File: src/logic/branch_pkg.sv
// branch package with datapath widths, register count and decode enums
package branch_pkg;

    // datapath width for registers, operands, pc and targets
    localparam int data_width = 32;

    // register index width
    localparam int reg_addr_width = 5;

    // number of architectural registers
    localparam int reg_count = 32;

    // primary opcode field in bits 31 to 26
    typedef enum logic [5:0] {
        op_special = 6'd0,
        op_regimm  = 6'd1,
        op_j       = 6'd2,
        op_beq     = 6'd4,
        op_bne     = 6'd5,
        op_blez    = 6'd6,
        op_bgtz    = 6'd7,
        op_beql    = 6'd20,
        op_bnel    = 6'd21,
        op_blezl   = 6'd22,
        op_bgtzl   = 6'd23
    } mips_op_e;

    // regimm sub-op carried in the rt field
    typedef enum logic [4:0] {
        rt_bltz  = 5'd0,
        rt_bgez  = 5'd1,
        rt_bltzl = 5'd2,
        rt_bgezl = 5'd3
    } regimm_rt_e;

    // special funct for jump register
    localparam logic [5:0] funct_jr = 6'd8;

    // resolved control transfer kind
    // likely forms share the base code
    typedef enum logic [3:0] {
        br_none,
        br_beq,
        br_bne,
        br_bgez,
        br_bgtz,
        br_blez,
        br_bltz,
        br_jr,
        br_j
    } branch_code_e;

endpackage
File: src/logic/branch_unit.sv
// branch resolution top joining decoder, register file, target unit and comparator
`timescale 1ns/1ps

module branch_unit (
    input  logic                                    clk,
    input  logic                                    rst_n,
    input  logic                                    in_valid,
    input  logic [branch_pkg::data_width-1:0]       in_instr,
    input  logic [branch_pkg::data_width-1:0]       in_pc,
    input  logic                                    wr_en,
    input  logic [branch_pkg::reg_addr_width-1:0]   wr_addr,
    input  logic [branch_pkg::data_width-1:0]       wr_data,
    output logic                                    out_valid,
    output logic                                    branch_flush,
    output logic                                    delayslot_flush,
    output logic [branch_pkg::data_width-1:0]       branch_target
);

    // id-stage wires
    logic [branch_pkg::reg_addr_width-1:0] rs_addr;
    logic [branch_pkg::reg_addr_width-1:0] rt_addr;
    branch_pkg::branch_code_e              id_code;

    // ex-stage wires
    logic                                  ex_valid;
    branch_pkg::branch_code_e              ex_code;
    logic                                  ex_likely;
    logic [branch_pkg::data_width-1:0]     rs_data;
    logic [branch_pkg::data_width-1:0]     rt_data;
    logic [branch_pkg::data_width-1:0]     ex_target;

    // decode and id/ex staging
    branch_decode u_decode (
        .clk       (clk),
        .rst_n     (rst_n),
        .in_valid  (in_valid),
        .in_instr  (in_instr),
        .rs_addr   (rs_addr),
        .rt_addr   (rt_addr),
        .id_code   (id_code),
        .ex_valid  (ex_valid),
        .ex_code   (ex_code),
        .ex_likely (ex_likely)
    );

    // operand fetch
    reg_file u_reg_file (
        .clk     (clk),
        .rst_n   (rst_n),
        .wr_en   (wr_en),
        .wr_addr (wr_addr),
        .wr_data (wr_data),
        .rs_addr (rs_addr),
        .rt_addr (rt_addr),
        .rs_data (rs_data),
        .rt_data (rt_data)
    );

    // target generation
    branch_target u_target (
        .clk       (clk),
        .rst_n     (rst_n),
        .in_pc     (in_pc),
        .in_instr  (in_instr),
        .id_code   (id_code),
        .rs_data   (rs_data),
        .ex_target (ex_target)
    );

    // resolution and output register
    branch_compare u_compare (
        .clk             (clk),
        .rst_n           (rst_n),
        .ex_valid        (ex_valid),
        .ex_code         (ex_code),
        .ex_likely       (ex_likely),
        .rs_data         (rs_data),
        .rt_data         (rt_data),
        .ex_target       (ex_target),
        .out_valid       (out_valid),
        .branch_flush    (branch_flush),
        .delayslot_flush (delayslot_flush),
        .branch_target   (branch_target)
    );

endmodule

File: src/logic/branch_compare.sv
// branch comparator resolving taken and registering flushes and target
`timescale 1ns/1ps

module branch_compare (
    input  logic                                clk,
    input  logic                                rst_n,
    input  logic                                ex_valid,
    input  branch_pkg::branch_code_e            ex_code,
    input  logic                                ex_likely,
    input  logic [branch_pkg::data_width-1:0]   rs_data,
    input  logic [branch_pkg::data_width-1:0]   rt_data,
    input  logic [branch_pkg::data_width-1:0]   ex_target,
    output logic                                out_valid,
    output logic                                branch_flush,
    output logic                                delayslot_flush,
    output logic [branch_pkg::data_width-1:0]   branch_target
);

    // shared comparison terms
    logic ops_equal;
    logic rs_zero;
    logic rs_neg;
    logic taken;

    assign ops_equal = (rs_data == rt_data);
    assign rs_zero   = (rs_data == '0);
    // sign bit of rs
    assign rs_neg    = rs_data[branch_pkg::data_width-1];

    // condition select
    always_comb begin
        if (!ex_valid) begin
            taken = 1'b0;
        end else begin
            case (ex_code)
                branch_pkg::br_beq:  taken = ops_equal;
                branch_pkg::br_bne:  taken = !ops_equal;
                branch_pkg::br_bgez: taken = !rs_neg;
                // strictly positive
                branch_pkg::br_bgtz: taken = !rs_neg && !rs_zero;
                branch_pkg::br_blez: taken = rs_neg || rs_zero;
                branch_pkg::br_bltz: taken = rs_neg;
                // unconditional transfers
                branch_pkg::br_jr:   taken = 1'b1;
                branch_pkg::br_j:    taken = 1'b1;
                default:             taken = 1'b0;
            endcase
        end
    end

    // output stage
    always_ff @(posedge clk or negedge rst_n) begin
        if (!rst_n) begin
            out_valid       <= 1'b0;
            branch_flush    <= 1'b0;
            delayslot_flush <= 1'b0;
            branch_target   <= '0;
        end else begin
            out_valid       <= ex_valid;
            // taken always refetches
            branch_flush    <= taken;
            // untaken likely kills its delay slot
            delayslot_flush <= ex_valid && ex_likely && !taken;
            // target held over bubbles
            if (ex_valid) begin
                branch_target <= ex_target;
            end
        end
    end

endmodule

File: src/logic/branch_target.sv
// branch target unit forming pc-relative, jump-region and register targets
`timescale 1ns/1ps

module branch_target (
    input  logic                                clk,
    input  logic                                rst_n,
    input  logic [branch_pkg::data_width-1:0]   in_pc,
    input  logic [branch_pkg::data_width-1:0]   in_instr,
    input  branch_pkg::branch_code_e            id_code,
    input  logic [branch_pkg::data_width-1:0]   rs_data,
    output logic [branch_pkg::data_width-1:0]   ex_target
);

    // id-stage candidates
    logic [branch_pkg::data_width-1:0] pc_plus4;
    logic [branch_pkg::data_width-1:0] br_offset;
    logic [branch_pkg::data_width-1:0] rel_target;
    logic [branch_pkg::data_width-1:0] jmp_target;

    // ex-stage state
    logic [branch_pkg::data_width-1:0] cand_target;
    logic                              reg_sel;

    assign pc_plus4   = in_pc + 32'd4;
    // sign-extended word offset
    assign br_offset  = {{14{in_instr[15]}}, in_instr[15:0], 2'b00};
    assign rel_target = pc_plus4 + br_offset;
    // region of the delay slot joined with the 26-bit index
    assign jmp_target = {pc_plus4[31:28], in_instr[25:0], 2'b00};

    // candidate chosen by the decoded code
    always_ff @(posedge clk) begin
        case (id_code)
            branch_pkg::br_none: cand_target <= '0;
            branch_pkg::br_j:    cand_target <= jmp_target;
            // jr value arrives later from the register file
            branch_pkg::br_jr:   cand_target <= '0;
            default:             cand_target <= rel_target;
        endcase
    end

    // register-target flag
    always_ff @(posedge clk or negedge rst_n) begin
        if (!rst_n) begin
            reg_sel <= 1'b0;
        end else begin
            reg_sel <= (id_code == branch_pkg::br_jr);
        end
    end

    // ex-stage select
    // rs_data is already the registered read for this instruction
    assign ex_target = reg_sel ? rs_data : cand_target;

endmodule

File: src/logic/reg_file.sv
// register file with one write port and two registered read ports
`timescale 1ns/1ps

module reg_file (
    input  logic                                    clk,
    input  logic                                    rst_n,
    input  logic                                    wr_en,
    input  logic [branch_pkg::reg_addr_width-1:0]   wr_addr,
    input  logic [branch_pkg::data_width-1:0]       wr_data,
    input  logic [branch_pkg::reg_addr_width-1:0]   rs_addr,
    input  logic [branch_pkg::reg_addr_width-1:0]   rt_addr,
    output logic [branch_pkg::data_width-1:0]       rs_data,
    output logic [branch_pkg::data_width-1:0]       rt_data
);

    // architectural registers
    logic [branch_pkg::data_width-1:0] regs [branch_pkg::reg_count];

    // write port
    // register 0 stays hardwired to zero
    always_ff @(posedge clk or negedge rst_n) begin
        if (!rst_n) begin
            for (int i = 0; i < branch_pkg::reg_count; i++) begin
                regs[i] <= '0;
            end
        end else if (wr_en && (wr_addr != '0)) begin
            regs[wr_addr] <= wr_data;
        end
    end

    // read ports sample the array before this edge's write lands
    // so a same-edge read returns the old contents
    always_ff @(posedge clk or negedge rst_n) begin
        if (!rst_n) begin
            rs_data <= '0;
            rt_data <= '0;
        end else begin
            if (rs_addr == '0) begin
                rs_data <= '0;
            end else begin
                rs_data <= regs[rs_addr];
            end
            // same zero rule on the rt port
            if (rt_addr == '0) begin
                rt_data <= '0;
            end else begin
                rt_data <= regs[rt_addr];
            end
        end
    end

endmodule

File: src/logic/branch_decode.sv
// branch decoder classifying the id-stage instruction and staging it into execute
`timescale 1ns/1ps

module branch_decode (
    input  logic                                    clk,
    input  logic                                    rst_n,
    input  logic                                    in_valid,
    input  logic [branch_pkg::data_width-1:0]       in_instr,
    output logic [branch_pkg::reg_addr_width-1:0]   rs_addr,
    output logic [branch_pkg::reg_addr_width-1:0]   rt_addr,
    output branch_pkg::branch_code_e                id_code,
    output logic                                    ex_valid,
    output branch_pkg::branch_code_e                ex_code,
    output logic                                    ex_likely
);

    // instruction fields
    branch_pkg::mips_op_e   opcode;
    branch_pkg::regimm_rt_e regimm_rt;
    logic [5:0]             funct;
    logic                   id_likely;

    assign opcode    = branch_pkg::mips_op_e'(in_instr[31:26]);
    assign regimm_rt = branch_pkg::regimm_rt_e'(in_instr[20:16]);
    assign funct     = in_instr[5:0];

    // register file read addresses straight from the word
    assign rs_addr = in_instr[25:21];
    assign rt_addr = in_instr[20:16];

    // classify into a branch code plus likely flag
    always_comb begin
        id_code   = branch_pkg::br_none;
        id_likely = 1'b0;
        case (opcode)
            branch_pkg::op_special: begin
                // only jr among special ops
                if (funct == branch_pkg::funct_jr) begin
                    id_code = branch_pkg::br_jr;
                end
            end
            branch_pkg::op_regimm: begin
                case (regimm_rt)
                    branch_pkg::rt_bltz: begin
                        id_code = branch_pkg::br_bltz;
                    end
                    branch_pkg::rt_bgez: begin
                        id_code = branch_pkg::br_bgez;
                    end
                    branch_pkg::rt_bltzl: begin
                        id_code   = branch_pkg::br_bltz;
                        id_likely = 1'b1;
                    end
                    branch_pkg::rt_bgezl: begin
                        id_code   = branch_pkg::br_bgez;
                        id_likely = 1'b1;
                    end
                    default: begin
                        id_code = branch_pkg::br_none;
                    end
                endcase
            end
            branch_pkg::op_j: begin
                id_code = branch_pkg::br_j;
            end
            branch_pkg::op_beq: begin
                id_code = branch_pkg::br_beq;
            end
            branch_pkg::op_bne: begin
                id_code = branch_pkg::br_bne;
            end
            branch_pkg::op_blez: begin
                id_code = branch_pkg::br_blez;
            end
            branch_pkg::op_bgtz: begin
                id_code = branch_pkg::br_bgtz;
            end
            // likely variants map onto the base code
            branch_pkg::op_beql: begin
                id_code   = branch_pkg::br_beq;
                id_likely = 1'b1;
            end
            branch_pkg::op_bnel: begin
                id_code   = branch_pkg::br_bne;
                id_likely = 1'b1;
            end
            branch_pkg::op_blezl: begin
                id_code   = branch_pkg::br_blez;
                id_likely = 1'b1;
            end
            branch_pkg::op_bgtzl: begin
                id_code   = branch_pkg::br_bgtz;
                id_likely = 1'b1;
            end
            default: begin
                id_code = branch_pkg::br_none;
            end
        endcase
    end

    // id to ex pipeline register
    always_ff @(posedge clk or negedge rst_n) begin
        if (!rst_n) begin
            ex_valid  <= 1'b0;
            ex_code   <= branch_pkg::br_none;
            ex_likely <= 1'b0;
        end else begin
            // bubble when no instruction arrives
            ex_valid  <= in_valid;
            ex_code   <= id_code;
            ex_likely <= id_likely;
        end
    end

endmodule

File: config.mk
export PLATFORM = sky130hd
export DESIGN_NAME = branch_unit
export DESIGN_NICKNAME = d
export VERILOG_FILES = /design/src/logic/branch_pkg.sv /design/src/logic/branch_unit.sv /design/src/logic/branch_compare.sv /design/src/logic/branch_target.sv /design/src/logic/reg_file.sv /design/src/logic/branch_decode.sv
export SDC_FILE = /design/constraint.sdc
export NUM_CORES = 2
export LEC_CHECK = 0
export BUFFER_PORTS_ARGS = -buffer_cell sky130_fd_sc_hd__buf_2
export CAP_MARGIN = 15
export CELL_PAD_IN_SITES_DETAIL_PLACEMENT = 0
export CELL_PAD_IN_SITES_GLOBAL_PLACEMENT = 2
export CORE_ASPECT_RATIO = 1.1
export CORE_MARGIN = 1
export CORE_UTILIZATION = 42
export DETAILED_ROUTE_END_ITERATION = 8
export HOLD_SLACK_MARGIN = 0.15
export PLACE_DENSITY = 0.81
export SYNTH_ARGS = -nofsm -noshare
export SYNTH_HDL_FRONTEND = slang
export SYNTH_HIERARCHICAL = 1
export SYNTH_SLANG_ARGS = --single-unit
File: constraint.sdc
create_clock -name clk -period 1.6 [get_ports clk]
set_input_delay 0.08 -clock clk [delete_from_list [all_inputs] [get_ports clk]]
set_output_delay 0.08 -clock clk [all_outputs]
set_load 0.01 [all_outputs]
Word-level counts from Yosys, hierarchy flattened
Index checks and enable logic that the tools add are counted.
- $mul: 0
- equality and inequality tests: 25
- multiplexer cells: 20
- reduce and logical (&&, ||, !) cells: 26
- add/sub/neg operators: 2
- bitwise logic cells: 3
- div/mod/pow operators: 0
- shift-type cells: 0
- magnitude comparators: 4
- operator list (operator ; number):
    bitwise mux 1024 bit ; 1
    binary-select mux 32 bit (select 5 bit) ; 2
    two-way mux 32 bit ; 8
    demux 32 bit (select 5 bit) ; 1
    one-hot mux 32 bit (2 select lines) ; 1
    adder 32 x 3 -> 32 bit, second input constant ; 1
    adder 32 bit ; 1
    equality test 32 bit ; 1
    logical NOT 32 bit ; 1
    one-hot mux 4 bit (7 select lines) ; 1
    equality test 6 x 3 -> 1 bit, second input constant ; 4
    equality test 6 x 5 -> 1 bit, second input constant ; 4
    equality test 4 x 3 -> 1 bit, second input constant ; 5
    greater-or-equal comparator 6 bit, second input constant ; 3
    inverter 5 -> 6 bit ; 3
    OR reduction 2 bit ; 9
    equality test 5 x 2 -> 1 bit, second input constant ; 2
    logical NOT 5 bit ; 2
    equality test 4 x 2 -> 1 bit, second input constant ; 2
    equality test 4 bit, second input constant ; 2
    one-hot mux 1 bit (7 select lines) ; 1
    equality test 6 x 1 -> 1 bit, second input constant ; 1
    equality test 6 x 2 -> 1 bit, second input constant ; 1
    equality test 6 x 4 -> 1 bit, second input constant ; 1
    other kinds (14) ; 22
- bits in latches: 0
- memories kept: 0
- output and inout bits: 35
- input bits: 105
- bits in read-only memories: 0
- RAM bits: 0
- register bits after elaboration: 1162

Logic depth before layout (Yosys ltp)
- depth in word-level cells: 7
- mapped depth: 17
- gate-level depth less buffers: 17

Cells and area by module
The synthesis kept the hierarchy.
- modules (own cells, without submodules) (module ; area an instance (um^2) ; times used ; cells an instance):
    reg_file ; 55545.8 ; 1 ; 3646
    branch_target ; 3534.6 ; 1 ; 454
    branch_compare ; 1771.7 ; 1 ; 137
    branch_decode ; 357.8 ; 1 ; 37

Least setup slack after synthesis
No wires, ideal clock.
- kind: input to register
- from: input in_pc[2] (netlist bit)
- to: register u_target/cand_target[31] (netlist bit)
- library setup time: 92 ps
- path buffers: 0
- arrival: 3048 ps
- slack: -1540 ps
- stages: 17
- cell sequence: ha_1 nand2_1 or4_1 nor2_1 nand2_1 nor2_1 nand2_1 xnor2_1 ha_1 a21o_1 a21o_1 a21o_1 nand2_1 a211oi_1 o41ai_1 a21oi_1 o32ai_1
- word-level cells in the longest chain between the ends: 3
- ends and longest elaborated chain (element ; line ; RTL):
    from (decl) ; branch_unit.sv:9 ; input logic [branch_pkg::data_width-1:0] in_pc,
    adder 32 x 3 -> 32 bit (*) ; branch_target.sv:24 ; assign pc_plus4 = in_pc + 32'd4;
    adder 32 bit ; branch_target.sv:27 ; assign rel_target = pc_plus4 + br_offset;
    one-hot mux 32 bit (2 select lines) (*) ; branch_target.sv:33 ; case (id_code)
    to (signal assigned) ; branch_target.sv:35 ; branch_pkg::br_j: cand_target <= jmp_target;
    to (signal assigned) ; branch_target.sv:38 ; default: cand_target <= rel_target;
    to (decl) ; branch_target.sv:21 ; logic [branch_pkg::data_width-1:0] cand_target;
Every way passes the cells marked *; elsewhere a longest branch is shown, timed or not.
A chain may end at the register's enable or synchronous reset.

Worst setup path after layout
Same ends and word-level chain as after synthesis.

==> reports/qor.csv <==
metric;value;unit
ir_drop;0.897;mV
min_period_over_period;1.59;
grt-ovfl-total;0;
gp_congestion;0.882;
cts_tree;done;
ff2ff_setup_slack;-0.56;ns
syn_area;0.0612;sq mm
clk_pin_slew;0.06;ns
startpoint_type;input port;
ys_warn_count;6;
hpwlAfterDp;136;mm
grt_max_degree;93;
die_h;402;um
dieArea;0.147;sq mm
grt_pass1_wl;301;mm
hold_violations;0;
cp-end-kind;flip-flop;
htree_num_levels;3;
cp_slowest_cell;or4_4;
leakage;34.2;nW
synthFlopType;dfrtp_1;
final_area;0.0773;sq mm
postRouteAntennaNets;0;
clock_latency;0.75;ns
crit_fanout;4;
cap_violations;0;
finalCriticalPeriod;2.54;ns
maxSlewHeadroom;0.435;
crit_path_frequent_cell;a21o_1;
final_util;0.536;
synthCells;4274;
wl_per_cell;29.5;um
dr.pass1.iters;5;
status;finished with violations;
power;88.1;mW
ys_async_sr_fraction;0.972;
grt_pass1_vias;44000;
die_w;366;um
viasPerCell;6.13;
cts_max_path_buffers;3;
port_buffers;139;
multi_input_area;0.0321;sq mm
synth_edf_count;0;
cp_slowest_stage_delay;0.52;ns
cts.sink_count;1162;
area_growth;26.3;%
grt_usage;0.276;
remaining_drc_errors;0;
placed_area;0.0703;sq mm
antenna_found_initial;12;
finalMaxSlewViolations;0;
cp.required;2.26;ns
synth.largest_area_cell;dfrtp_1;
synth.avg_cell_area;14.3;sq um
worstPathArrival;3.21;ns
synth_cell_type_count;73;
hold_path_class;in2reg;
violations;negative setup slack;
worst-path-buf-inv;2;
pin_count;140;
fmax;0.393;GHz
rsz0062_at_grt;yes;
worstMarginPinSlew;0.844;ns
seq_area_frac_synth;0.472;
numCtsBuffers;121;
worstPathCellList;buf_8 > ha_4 > nand2_4 > or4_4 > nor2_4 > nand2_4 > nor2_4 > nand2_2 > xnor2_2 > ha_4 > buf_6 > a21o_1 > a21o_1 > a21o_1 > nand2_2 > a211oi_4 > o41ai_4 > a21oi_2 > o32ai_2;
root_buffer;clkbuf_16;
setup_viol;132;
drt_iter0_drc;3643;
path_delay_family;compound AO/OA/AOI/OAI gates;
setup_slack;-0.943;ns
initial_core_util;0.424;
vias;42600;
synth_top_area_frac;0.462;
seq_area;0.0289;sq mm
num_rows;146;
hold_ws;0.0566;ns
p_per_area;1140;mW/mm^2
nNetsFinal;5052;
n_fill_cell;11800;
wirelength;205;mm
finClkSkew;0.0218;ns
setup_tns;-26.36;ns
ys_ff_latch;1162;
drive_above_1_share;0.574;
worstSetupPathType;in2reg;
ys_top_cells_by_area;dfrtp_1, mux2_2, mux4_2;
synth_nets;4411;
core;0.144;sq mm
## flip-flops by register name (all words and copies together) (netlist names)
signal                     cells
u_reg_file/regs             1024
u_target/reg_sel               1
u_compare/branch_target       32
u_reg_file/rs_data            32
u_compare/out_valid            1
u_compare/delayslot_flush      1
u_decode/ex_likely             1
u_reg_file/rt_data            32
u_decode/ex_valid              1
u_target/cand_target          32
u_compare/branch_flush         1
u_decode/ex_code               4
## worst min-delay path, cell delays in order
cell	delay (ns)
buf_2	0.08
nor2_1	0.06
nand2_1	0.10
nor3b_2	0.06
and4b_2	0.29
buf_6	0.11
## through the flow
step / instances / worst slack, ns
2_1_floorplan: 4274 / -1.40
3_3_place_gp: 6568 / -1.84
3_5_place_dp: 6568 / -1.85
4_1_cts: 6910 / -0.937
5_1_grt: 6945 / -1.05
6_report: 6946 / -0.943
## layout make-up
cell class,count,share of cell area
Multi-Input combinational cell,2623,0.416
Sequential cell,1162,0.374
Timing Repair Buffer,966,0.124
Clock buffer,186,0.0473
Tap cell,1924,0.0312
Clock inverter,41,0.00531
Inverter,41,0.00199
Antenna cell,3,0.0000971
## per-layer routing
metal | GRT usage | vias to the layer above | share of wire
met1 | 0.385 | 22800 | 0.42
met5 | 0 | - | 0.00028
met4 | 0.0995 | 10 | 0.037
li1 | - | 17700 | -
met3 | 0.0419 | 377 | 0.068
met2 | 0.439 | 1713 | 0.47
## synthesized netlist by cell type (41+ instances only)
| cell type | instances |
|---|---|
| buf_2 | 89 |
| clkbuf_1 | 257 |
| nor2_1 | 77 |
| nor3_1 | 45 |
| inv_1 | 41 |
| xor2_1 | 51 |
| mux2i_1 | 218 |
| mux2_2 | 1083 |
| dfrtp_1 | 1130 |
| o22ai_1 | 63 |
| mux4_2 | 423 |
| a21oi_1 | 56 |
| a211oi_1 | 46 |
| buf_1 | 60 |
| a22o_1 | 72 |
| nand2_1 | 78 |
## cells by family after synthesis
family	count (synthesis)	share of synthesized area
flops	1162	0.472
xor+xnor	82	0.0117
buf+inv	490	0.0352
fa+ha+maj	32	0.00666
mux	1724	0.391
simple gates	348	0.0300
compound gates	436	0.0535
## worst paths after layout
path / to / depth (start not counted) / start
setup / recovery: u_target/cand_target[31]$_DFF_P_ / 19 / in_pc[2]
hold / removal: u_target/reg_sel$_DFF_PN0_ / 6 / in_instr[29]
setup reg to reg: u_compare/delayslot_flush$_DFF_PN0_ / 8 / u_reg_file/rt_data[7]$_DFF_PN0_
hold reg to reg: u_reg_file/regs[1016]$_DFFE_PN0P_ / 0 / u_reg_file/regs[1016]$_DFFE_PN0P_
max in group asynchronous: u_reg_file/regs[202]$_DFFE_PN0P_ / 6 / rst_n
min in group asynchronous: u_reg_file/regs[954]$_DFFE_PN0P_ / 4 / rst_n
## repair_timing
item                                     CTS  global route
cloned                                     0             2
pin swaps                                130           117
endpoints found under the setup margin    59           435
hold endpoints to repair                2197            51
buffers inserted                          35            28
gates resized for setup                  133           176
hold buffers                              92            17
## power breakdown
part / switching (mW) / internal [mW]
sequential: 4.01 / 34.7
clock: 12.3 / 16.8
combinational: 8.21 / 12.0
## placed cells by master (no fill, tap or decap), types with 25 or more instances in the layout
master,netlist,routed
mux2i_1,218,206
clkbuf_1,257,31
nor2_1,77,48
dfrtp_1,1130,1129
buf_4,32,517
inv_1,41,41
nor3_1,45,31
buf_12,0,171
buf_6,11,46
clkbuf_8,0,30
xor2_1,51,39
clkinv_2,0,25
a22o_1,72,65
clkbuf_16,0,126
mux2_2,1083,1082
a21oi_1,56,36
nand2_1,78,51
dfxtp_1,32,32
o221ai_1,31,31
dlygate4sd3_1,0,92
mux4_2,423,423
o22ai_1,63,54
a211o_1,26,26
buf_2,89,123
(Power assumes the default switching activity.)
